File: src/design/usbhid_settings.svh
/*
 * port count, report slot width and display buffer sizes
 */
`ifndef USBHID_SETTINGS_SVH
`define USBHID_SETTINGS_SVH

// number of HID host ports feeding the monitor
`define USBHID_PORTS 3

// bits kept from each report, the low 8 bytes of hid_report
`define USBHID_SLOT_BITS 64

// display buffer, three slot lanes plus the counter word
`define USBHID_DISP_BITS 256

// hex digits across the whole buffer
`define USBHID_CHARS 64

`endif
File: src/design/usbhid_pkg.sv
/*
 * shared structs and enums for capture, merge, character and APB stages
 */
`default_nettype none

`include "usbhid_settings.svh"

package usbhid_pkg;

  typedef struct packed {
    logic                          valid;
    logic [`USBHID_SLOT_BITS-1:0]  data;  // low 8 bytes of hid_report
  } report_in_t;

  typedef struct packed {
    logic                          pending;
    logic [1:0]                    port;
    logic [`USBHID_SLOT_BITS-1:0]  data;
  } slot_t;

  typedef struct packed {
    logic                              valid;
    logic [$clog2(`USBHID_CHARS)-1:0]  index;
  } char_req_t;

  typedef struct packed {
    logic                              valid;
    logic [$clog2(`USBHID_CHARS)-1:0]  index;
    logic [7:0]                        ascii;
  } char_out_t;

  // APB word addresses
  typedef enum logic [7:0] {
    REG_DISP0   = 8'h00,
    REG_DISP1   = 8'h04,
    REG_DISP2   = 8'h08,
    REG_DISP3   = 8'h0C,
    REG_DISP4   = 8'h10,
    REG_DISP5   = 8'h14,
    REG_DISP6   = 8'h18,
    REG_DISP7   = 8'h1C,
    REG_OVERRUN = 8'h20,
    REG_CONTROL = 8'h24,
    REG_PORT_EN = 8'h28
  } reg_addr_e;

  typedef enum logic [1:0] {
    ST_IDLE,
    ST_WRITE,
    ST_CLEAR
  } merge_state_e;

endpackage

`default_nettype wire

File: src/design/usbhid_monitor_top.sv
/*
 * usbhid_monitor_top, capture stages, merge, character pipeline and APB block
 */
`timescale 1ns/1ns
`default_nettype none

`include "usbhid_settings.svh"

module usbhid_monitor_top
(
  input  wire                          clk_usb,
  input  wire                          reset,
  input  wire usbhid_pkg::report_in_t  reports [`USBHID_PORTS],
  input  wire usbhid_pkg::char_req_t   char_req,
  output usbhid_pkg::char_out_t        char_out,
  input  wire [7:0]                    paddr,
  input  wire                          psel,
  input  wire                          penable,
  input  wire                          pwrite,
  input  wire [31:0]                   pwdata,
  output logic [31:0]                  prdata,
  output logic                         pready,
  output logic                         pslverr
);

  usbhid_pkg::slot_t              slots [`USBHID_PORTS];
  logic [`USBHID_PORTS-1:0]       grant;
  logic [`USBHID_PORTS-1:0]       port_en;
  logic [8*`USBHID_PORTS-1:0]     overruns;
  logic [`USBHID_DISP_BITS-1:0]   disp_buf;
  logic                           clear_pulse;

  for (genvar p = 0; p < `USBHID_PORTS; p++)
  begin : g_port
    report_capture #(
      .port_id (2'(p))
    ) u_capture (
      .clk_usb (clk_usb),
      .reset   (reset),
      .report  (reports[p]),
      .enable  (port_en[p]),
      .grant   (grant[p]),
      .clear   (clear_pulse),  // overrun counts clear with the buffer
      .slot    (slots[p]),
      .overrun (overruns[8*p +: 8])
    );
  end

  report_merge u_merge (
    .clk_usb  (clk_usb),
    .reset    (reset),
    .slots    (slots),
    .clear    (clear_pulse),
    .grant    (grant),
    .disp_buf (disp_buf)
  );

  hex_char_stage u_hex (
    .clk_usb  (clk_usb),
    .reset    (reset),
    .disp_buf (disp_buf),
    .req      (char_req),
    .char_out (char_out)
  );

  apb_status_regs u_apb (
    .clk_usb     (clk_usb),
    .reset       (reset),
    .paddr       (paddr),
    .psel        (psel),
    .penable     (penable),
    .pwrite      (pwrite),
    .pwdata      (pwdata),
    .prdata      (prdata),
    .pready      (pready),
    .pslverr     (pslverr),
    .disp_buf    (disp_buf),
    .overruns    (overruns),
    .port_en     (port_en),
    .clear_pulse (clear_pulse)
  );

endmodule

`default_nettype wire

File: src/design/apb_status_regs.sv
/*
 * apb_status_regs, zero wait APB slave for buffer readback,
 * overrun counts, port enables and buffer clear
 */
`timescale 1ns/1ns
`default_nettype none

`include "usbhid_settings.svh"

module apb_status_regs
(
  input  wire                            clk_usb,
  input  wire                            reset,
  input  wire [7:0]                      paddr,
  input  wire                            psel,
  input  wire                            penable,
  input  wire                            pwrite,
  input  wire [31:0]                     pwdata,
  output logic [31:0]                    prdata,
  output logic                           pready,
  output logic                           pslverr,
  input  wire [`USBHID_DISP_BITS-1:0]    disp_buf,
  input  wire [8*`USBHID_PORTS-1:0]      overruns,
  output logic [`USBHID_PORTS-1:0]       port_en,
  output logic                           clear_pulse
);

  usbhid_pkg::reg_addr_e addr;
  logic access;
  logic mapped;

  assign addr   = usbhid_pkg::reg_addr_e'(paddr);
  assign access = psel && penable;

  // read mux, decoded every cycle and sampled in the access phase
  always_comb
  begin
    mapped = 1'b1;
    prdata = 32'd0;
    case (addr)
      usbhid_pkg::REG_DISP0, usbhid_pkg::REG_DISP1,
      usbhid_pkg::REG_DISP2, usbhid_pkg::REG_DISP3,
      usbhid_pkg::REG_DISP4, usbhid_pkg::REG_DISP5,
      usbhid_pkg::REG_DISP6, usbhid_pkg::REG_DISP7:
        prdata = disp_buf[32*paddr[4:2] +: 32];
      usbhid_pkg::REG_OVERRUN:
        prdata = 32'(overruns);  // port 0 in the low byte
      usbhid_pkg::REG_CONTROL:
        prdata = 32'd0;
      usbhid_pkg::REG_PORT_EN:
        prdata = 32'(port_en);
      default:
        mapped = 1'b0;
    endcase
  end

  assign pready  = access;  // no wait states
  assign pslverr = access && !mapped;

  always_ff @(posedge clk_usb)
  begin
    if (reset)
    begin
      port_en     <= '1;
      clear_pulse <= 1'b0;
    end
    else
    begin
      clear_pulse <= 1'b0;
      if (access && pwrite)
      begin
        case (addr)
          usbhid_pkg::REG_CONTROL:
            clear_pulse <= pwdata[0];  // one cycle
          usbhid_pkg::REG_PORT_EN:
            port_en <= pwdata[`USBHID_PORTS-1:0];
          default:
            ;
        endcase
      end
    end
  end

endmodule

`default_nettype wire

File: src/design/hex_char_stage.sv
/*
 * hex_char_stage, two cycle nibble to ASCII hex pipeline for the scanner
 */
`timescale 1ns/1ns
`default_nettype none

`include "usbhid_settings.svh"

module hex_char_stage
(
  input  wire                           clk_usb,
  input  wire                           reset,
  input  wire [`USBHID_DISP_BITS-1:0]   disp_buf,
  input  wire usbhid_pkg::char_req_t    req,
  output usbhid_pkg::char_out_t         char_out
);

  localparam int idx_bits = $clog2(`USBHID_CHARS);

  logic                valid_s1;
  logic [idx_bits-1:0] index_s1;
  logic [3:0]          nib_s1;
  logic                valid_s2;
  logic [idx_bits-1:0] index_s2;
  logic [7:0]          ascii_s2;

  always_ff @(posedge clk_usb)
  begin
    if (reset)
    begin
      valid_s1 <= 1'b0;
      valid_s2 <= 1'b0;
    end
    else
    begin
      valid_s1 <= req.valid;
      valid_s2 <= valid_s1;
    end
  end

  // stage one picks the nibble, stage two encodes it
  always_ff @(posedge clk_usb)
  begin
    index_s1 <= req.index;
    nib_s1   <= disp_buf[4*req.index +: 4];
    index_s2 <= index_s1;
    if (nib_s1 < 4'd10)
      ascii_s2 <= 8'h30 + {4'h0, nib_s1};  // '0'..'9'
    else
      ascii_s2 <= 8'h37 + {4'h0, nib_s1};  // 'A'..'F'
  end

  assign char_out.valid = valid_s2;
  assign char_out.index = index_s2;
  assign char_out.ascii = ascii_s2;

endmodule

`default_nettype wire

File: src/design/report_merge.sv
/*
 * report_merge, fixed priority grant into the display buffer lanes
 * plus per-port and total report counters
 */
`timescale 1ns/1ns
`default_nettype none

`include "usbhid_settings.svh"

module report_merge
(
  input  wire                           clk_usb,
  input  wire                           reset,
  input  wire usbhid_pkg::slot_t        slots [`USBHID_PORTS],
  input  wire                           clear,
  output logic [`USBHID_PORTS-1:0]      grant,
  output logic [`USBHID_DISP_BITS-1:0]  disp_buf
);

  localparam int cnt_base = `USBHID_PORTS * `USBHID_SLOT_BITS;  // first counter bit
  localparam int total_lsb = `USBHID_DISP_BITS - 16;

  usbhid_pkg::merge_state_e state;
  logic       found;
  logic [1:0] sel;   // lowest pending port
  logic [1:0] lane;

  // lowest port number first
  always_comb
  begin
    found = 1'b0;
    sel   = 2'd0;
    for (int p = 0; p < `USBHID_PORTS; p++)
    begin
      if (slots[p].pending && !found)
      begin
        found = 1'b1;
        sel   = 2'(p);
      end
    end
  end

  always_comb
  begin
    if (clear)
      state = usbhid_pkg::ST_CLEAR;  // clear beats a grant, slot stays pending
    else if (found)
      state = usbhid_pkg::ST_WRITE;
    else
      state = usbhid_pkg::ST_IDLE;
  end

  assign grant = (state == usbhid_pkg::ST_WRITE) ? (`USBHID_PORTS'(1) << sel) : '0;
  assign lane  = slots[sel].port;

  always_ff @(posedge clk_usb)
  begin
    if (reset)
      disp_buf <= '0;
    else
    begin
      case (state)
        usbhid_pkg::ST_CLEAR:
          disp_buf <= '0;  // lanes and counters
        usbhid_pkg::ST_WRITE:
        begin
          disp_buf[`USBHID_SLOT_BITS*lane +: `USBHID_SLOT_BITS] <= slots[sel].data;
          disp_buf[cnt_base + 16*lane +: 16] <= disp_buf[cnt_base + 16*lane +: 16] + 16'd1;
          disp_buf[total_lsb +: 16] <= disp_buf[total_lsb +: 16] + 16'd1;  // wraps
        end
        default:
          ;
      endcase
    end
  end

endmodule

`default_nettype wire

File: src/design/report_capture.sv
/*
 * report_capture, one pending report slot per host port with overrun count
 */
`timescale 1ns/1ns
`default_nettype none

`include "usbhid_settings.svh"

module report_capture
#(
  parameter logic [1:0] port_id = 2'd0  // lane this stage feeds
)
(
  input  wire                    clk_usb,
  input  wire                    reset,
  input  wire usbhid_pkg::report_in_t report,
  input  wire                    enable,
  input  wire                    grant,
  input  wire                    clear,
  output usbhid_pkg::slot_t      slot,
  output logic [7:0]             overrun
);

  logic                         pending;
  logic [`USBHID_SLOT_BITS-1:0] data_q;  // payload of the pending report
  logic                         take;

  assign take = report.valid && enable;  // disabled ports drop reports

  always_ff @(posedge clk_usb)
  begin
    if (reset)
    begin
      pending <= 1'b0;
      overrun <= 8'd0;
    end
    else
    begin
      if (take)
        pending <= 1'b1;  // newest report always wins the slot
      else if (grant)
        pending <= 1'b0;

      if (clear)
        overrun <= 8'd0;
      else if (take && pending && overrun != 8'hFF)
        overrun <= overrun + 8'd1;  // new report onto a pending slot
    end
  end

  always_ff @(posedge clk_usb)
  begin
    if (take)
      data_q <= report.data;
  end

  assign slot.pending = pending;
  assign slot.port    = port_id;
  assign slot.data    = data_q;

endmodule

`default_nettype wire

File: config.mk
export PLATFORM = sky130hd
export DESIGN_NAME = usbhid_monitor_top
export DESIGN_NICKNAME = d
export VERILOG_FILES = /design/src/design/usbhid_pkg.sv /design/src/design/usbhid_monitor_top.sv /design/src/design/apb_status_regs.sv /design/src/design/hex_char_stage.sv /design/src/design/report_merge.sv /design/src/design/report_capture.sv
export VERILOG_INCLUDE_DIRS = /design/src /design/src/design
export SDC_FILE = /design/constraint.sdc
export NUM_CORES = 1
export LEC_CHECK = 0
export BUFFER_PORTS_ARGS = -buffer_cell sky130_fd_sc_hd__buf_2
export CELL_PAD_IN_SITES_DETAIL_PLACEMENT = 1
export CELL_PAD_IN_SITES_GLOBAL_PLACEMENT = 1
export CORE_AREA = 2 2 220 222
export DETAILED_ROUTE_END_ITERATION = 8
export DIE_AREA = 0 0 222 224
export PLACE_DENSITY = 0.89
export SLEW_MARGIN = 20
export SYNTH_ARGS = -nofsm -noshare
export SYNTH_HDL_FRONTEND = slang
export SYNTH_SLANG_ARGS = --single-unit
export TNS_END_PERCENT = 30
File: constraint.sdc
create_clock -name clk_usb -period 8.65 [get_ports clk_usb]
set_input_delay 1.73 -clock clk_usb [delete_from_list [all_inputs] [get_ports clk_usb]]
set_output_delay 1.73 -clock clk_usb [all_outputs]
set_load 0.005 [all_outputs]
==> out/metrics.cfg, run 1 <==
[timing]
timing.fmax_mhz=164.7
min_period_over_period=0.7019
tns_ns=0
rsz0062_at_grt=no
setup_violations=0
max_slew_margin=0.1983
worst_slew_pin_slew_ns=1.190
slew_violations=0
finalWorstSetupSlack_ns=2.579
period_needed_ns=6.071
fin_skew_ns=0.03799
hold_viol_final=0

[clocking]
cts_sinks=504
clock_latency_ns=0.64
clockBufferDepth=3
postCtsSetupBuffers=0
htree_levels=2
postCtsHoldBufs=0
clkTransAtPathRegs_ns=0.05
cts_tree=done
cts-root-buf=clkbuf_16
ctsResizeCount=0
cts_made_buffers=55

[synth]
synth_area_mm2=0.02351
avgSynthCellArea_um2=11.61
syn_nets=2281
synth_warnings=0
seq_area_frac_synth=0.5109
synth_edf_count=192
async_reset_ff_frac=0
synth.ff_latch_count=504
synth_flop_cell=dfxtp_1
yosys.cell_types.count=67
synthCells=2025

[setup_path]
cpPeakStageDelay_ns=0.67
critPathMaxFanout=29
cp.required_ns=6.92
cp_cell_sequence=buf_2 -> buf_4 -> mux4_2 -> mux2i_1 -> o21ai_0 -> buf_2
worst-setup-path-type=in2out
cp.arrival_ns=4.34
cp_common_cell=buf_2
startpoint_type=input pin
crit_slowest_cell=buf_2
endpoint_kind=output port

[global_routing]
overflow=0
grt_max_degree=78
antenna_found_initial=9
grt_pass1_vias=20633
grt.total_usage=0.3661
grt_first_pass_wirelength_um=135300

[power]
leakagePower_nw=9.811
power.clock.fraction=0.455
p_switching_mw=1.432
irDropWorstVdd_uv=172.2
power.density_mw_per_mm2=210.1
seq_power_share=0.453
comb_power_share=0.093
switching_share=0.2497
p_int_mw=4.304

[floorplanning]
die_x_um=222
die_h_um=224
ios=296
start_util=0.4966
die_area_mm2=0.04973
rows=80
core_mm2=0.04735

[detailed_routing]
drt-vias-per-instance=6.827
wl_met2_um=42300
dr.pass1.iters=7
drc=0
topRoutingLayerUsed=met5
wl_um=91360
postRouteAntennaNets=0
routedWlPerCell_um=31.56
met1Wirelength_um=32170
drt_iter0_drc=2720
wl_met3_um=10040
vias=19765

[placed_design]
place.gp.congestion=1.050
dpl.hpwl_um=63090
port_buffers=265
dp_slack_ns=2.702
dpl.cell_count=2789

[final_layout]
fill_cells=4877
drive_gt1_frac=0.2508
final_cell_mix=dfxtp_1, buf_2, nor2_1
syn_to_final_growth_pct=16.11
layout.nets=2487
mostFrequentLayoutCell=dfxtp_1
final_cells=2895

[outcome]
status=finished, final reports clean

[flow_run]
maxCapViolCount=0

[min_path]
hold_class=reg2reg

cell usage after synthesis, drive strengths merged (3+ instances only):
cell    instances  area, µm²
ha              9      112.6
o22ai          21      131.4
nor4            4      52.55
dfxtp         312       6246
nor3           31      170.2
xnor2          22      207.7
nand3b          4      30.03
buf            57      316.5
a211o           4      35.03
or3            11      68.82
nand4          15      93.84
mux4          160       3637
edfxtp        192       5766
nor2          255      957.2
nor2b          39      251.5
nand2b          7      43.79
clkbuf        102      382.9
mux2i          85      850.8
o21ai         141      705.7
and3            8      50.05
a32oi           4      35.03
a211oi          5      37.54
xor2           21      183.9
nand4b          3      26.28
or2             3      18.77
a221oi          6      52.55
inv            14      52.55
nand3          29      150.1
a31oi           3      18.77
a22oi         219       1644
a21oi          62      310.3
and2           12      75.08
o21a           11      82.58
nand2         128      480.5
metal layers:
layer  vias up  track usage
li1       8134            -
met1      9865       0.4349
met2      1378       0.5890
met3       382      0.09916
met4         6       0.2400
met5         -            0
power groups by stage:
stage          sequential, mW  clock [mW]  combinational, mW
3_3_place_gp             2.64           0              0.487
4_1_cts                  2.60        2.61              0.516
5_1_grt                  2.60        2.70              0.552
6_report                 2.60        2.61              0.531
3_5_place_dp             2.64           0              0.507
2_1_floorplan            2.62           0              0.298
metrics by stage:
stage                     hold slack [ns]  utilization  instance area (µm²)  total power, mW
after floorplan                    0.3096            -                23510            2.923
after global placement             0.3099       0.5342                25290            3.122
after detailed placement           0.3144       0.5342                25290            3.152
after CTS                          0.3277       0.5763                27280            5.724
after global routing               0.3354       0.5766                27300            5.859
final                              0.3264       0.5766                27300            5.736
final cells by class:
cell class	instances	area [µm²]	area share
Sequential cell	504	12010	0.4400
Multi-Input combinational cell	1348	10810	0.3958
Clock inverter	32	454.2	0.01664
Antenna cell	3	7.507	0.0002750
Tap cell	615	769.5	0.02819
Timing Repair Buffer	308	1660	0.06082
Inverter	14	52.55	0.001925
Clock buffer	71	1539	0.05637
state kept, by name, indices dropped and copies added (netlist names):
register	flops
u_apb.clear_pulse	1
g_port.u_capture.data_q	192
u_hex.ascii_s2	7
u_hex.valid_s2	1
u_hex.index_s2	6
u_hex.valid_s1	1
u_hex.index_s1	6
u_merge.disp_buf	256
g_port.u_capture.pending	3
g_port.u_capture.overrun	24
u_apb.port_en	3
u_hex.nib_s1	4
worst paths after layout:
path | from | slack [ns] | to | cells past startpoint
worst max-delay path | paddr[3] | 2.58 | prdata[18] | 6
worst min-delay path | u_hex.index_s1[1] | 0.33 | u_hex.index_s2[1] | 0
worst max register to register | g_port[1].u_capture.pending | 3.46 | u_merge.disp_buf[200] | 10
worst min register to register | u_hex.index_s1[1] | 0.33 | u_hex.index_s2[1] | 0
logic make-up (layout without fill, tap and decap cells):
group / Yosys count / after routing / share of synthesized area
AND/OR/NAND/NOR: 554 / 554 / 0.1071
XOR/XNOR: 43 / 43 / 0.01666
multiplexers: 247 / 247 / 0.1920
AO/OA/AOI/OAI: 494 / 494 / 0.1364
buffers and inverters: 173 / 425 / 0.03198
flip-flops: 504 / 504 / 0.5109
other: 1 / 4 / 0.0001595
adder cells (fa/ha/maj): 9 / 9 / 0.004790
critical path, delay by kind of cell:
| kind | cells | cell delay [ns] |
|---|---|---|
| buffers and inverters | 3 | 1.40 |
| multiplexers | 2 | 0.92 |
| AO/OA/AOI/OAI | 1 | 0.24 |
Power figures use the tool's default switching activity.
==> run 2, diff against run 1 <==
--- a/config.mk
+++ b/config.mk
@@ -9,10 +9,10 @@
 export BUFFER_PORTS_ARGS = -buffer_cell sky130_fd_sc_hd__buf_2
 export CELL_PAD_IN_SITES_DETAIL_PLACEMENT = 1
 export CELL_PAD_IN_SITES_GLOBAL_PLACEMENT = 1
-export CORE_AREA = 2 2 220 222
+export CORE_AREA = 2 2 227 229
 export DETAILED_ROUTE_END_ITERATION = 8
-export DIE_AREA = 0 0 222 224
-export PLACE_DENSITY = 0.89
+export DIE_AREA = 0 0 229 231
+export PLACE_DENSITY = 0.85
 export SLEW_MARGIN = 20
 export SYNTH_ARGS = -nofsm -noshare
 export SYNTH_HDL_FRONTEND = slang
==> constraint.sdc (replaced) <==
create_clock -name clk_usb -period 6.1 [get_ports clk_usb]
set_input_delay 1.22 -clock clk_usb [delete_from_list [all_inputs] [get_ports clk_usb]]
set_output_delay 1.22 -clock clk_usb [all_outputs]
set_load 0.005 [all_outputs]
==> out/metrics.cfg, run 2 (same netlist as run 1, synthesis figures left out) <==
[detailed_routing]
drt_iter0_drc=2229
wl_um=92120
dr.pass1.iters=6
postRouteAntennaNets=0
drt-vias-per-instance=6.623
routedWlPerCell_um=31.02
drc=0
vias=19671

[final_layout]
largest_register=u_merge.disp_buf
layout.nets=2496
final_cell_mix=dfxtp_1, buf_2, nor2_1
largest_reg_flops=256
fill_cells=5387
drive_gt1_frac=0.2525
biggestRegsByFlops=u_merge.disp_buf: 256 flops, g_port.u_capture.data_q: 192 flops, g_port.u_capture.overrun: 24 flops
mostFrequentLayoutCell=dfxtp_1
syn_to_final_growth_pct=16.13
final_cells=2970

[setup_path]
cp_cell_sequence=buf_4 -> buf_4 -> mux4_2 -> mux2i_1 -> o21ai_0 -> buf_2
endpoint_kind=output port
cp.arrival_ns=3.66
cp_common_cell=buf_4
cp.buffers_inverters=3
cpPeakStageDelay_ns=0.57
cp.required_ns=4.88
startpoint_type=input pin
crit_family=multiplexers
critPathMaxFanout=24
worst-setup-path-type=in2out
crit_slowest_cell=mux2i_1

[placed_design]
place.gp.congestion=0.9938
port_buffers=265
dpl.hpwl_um=63910
dpl.cell_count=2863

[timing]
timing.fmax_mhz=204.8
worst_slew_pin_slew_ns=1.398
slew_violations=0
rsz0062_at_grt=no
tns_ns=0
fin_skew_ns=0.01787
max_slew_margin=0.05828
hold_viol_final=0
period_needed_ns=4.882
min_period_over_period=0.8004
setup_violations=0
holdWs_ns=0.3265

[clocking]
clkTransAtPathRegs_ns=0.06
cts_tree=done
cts-root-buf=clkbuf_16
postCtsHoldBufs=0
htree_levels=2
postCtsSetupBuffers=0
cts_made_buffers=54
cts_sinks=504
ctsResizeCount=0
clockBufferDepth=3
clock_latency_ns=0.62

[power]
power.density_mw_per_mm2=286.7
leakagePower_nw=9.752
irDropWorstVdd_uv=306.0

[flow_run]
maxCapViolCount=0

[min_path]
hold_class=reg2reg

[global_routing]
grt_first_pass_wirelength_um=135200
overflow=0
grt_max_degree=106
grt.total_usage=0.3430
antenna_found_initial=11
grt_pass1_vias=20671

[floorplanning]
die_x_um=229
die_area_mm2=0.05290
die_h_um=231
start_util=0.4639
ios=296
core_mm2=0.05068
rows=83

[outcome]
status=finished, final reports clean

[run 2: worst register-to-register path, delay by kind of cell (launching register included)]
family,cells,cell delay (ns)
buffers and inverters,2,0.70
DFF,1,0.31
AOI/OAI and AO/OA,3,0.95
adders and majority gates,1,0.63
and+or+nand+nor,3,0.68
xor gates and xnor gates,1,0.75
[run 2: worst paths after layout]
check | from | to | slack, ns | cells after the start
worst max-delay path | paddr[2] | prdata[16] | 1.22 | 6
worst min-delay path | u_hex.index_s1[0] | u_hex.index_s2[0] | 0.33 | 0
worst max register to register | g_port[2].u_capture.pending | u_merge.disp_buf[219] | 1.91 | 10
worst min register to register | u_hex.index_s1[0] | u_hex.index_s2[0] | 0.33 | 0
[run 2: through the flow]
| step | util | setup WS, ns | power [mW] | instance area (µm²) |
|---|---|---|---|---|
| 2_1_floorplan | - | 2.003 | 4.145 | 23510 |
| 3_3_place_gp | 0.5027 | 1.402 | 4.443 | 25480 |
| 3_5_place_dp | 0.5027 | 1.378 | 4.484 | 25480 |
| 4_1_cts | 0.5380 | 1.360 | 7.825 | 27260 |
| 5_1_grt | 0.5386 | 1.132 | 8.012 | 27290 |
| 6_report | 0.5388 | 1.218 | 7.829 | 27300 |
[run 2: layer usage]
| metal | track usage | vias to the layer above | wire [µm] |
|---|---|---|---|
| met2 | 0.5654 | 1328 | 43830 |
| met5 | 0 | - | 45 |
| met4 | 0.2047 | 6 | 6135 |
| li1 | - | 8134 | - |
| met3 | 0.08399 | 353 | 9516 |
| met1 | 0.4081 | 9850 | 32600 |
[run 2: report_power, final]
group / switching [mW] / leakage (nW) / internal [mW]
logic: 0.515 / 4.48 / 0.250
registers: 0.0656 / 4.40 / 3.61
clock network: 1.43 / 0.866 / 1.95
total: 2.01 / 9.75 / 5.82
[run 2: area by class of cell]
cell class                      instances  area (µm²)  share of cell area
Inverter                               14       52.55            0.001925
Multi-Input combinational cell       1348       10800              0.3955
Tap cell                              680       850.8             0.03116
Antenna cell                            5       12.51           0.0004583
Clock inverter                         24       262.8            0.009623
Sequential cell                       504       12010              0.4399
Clock buffer                           77        1523             0.05577
Timing Repair Buffer                  318        1793             0.06567
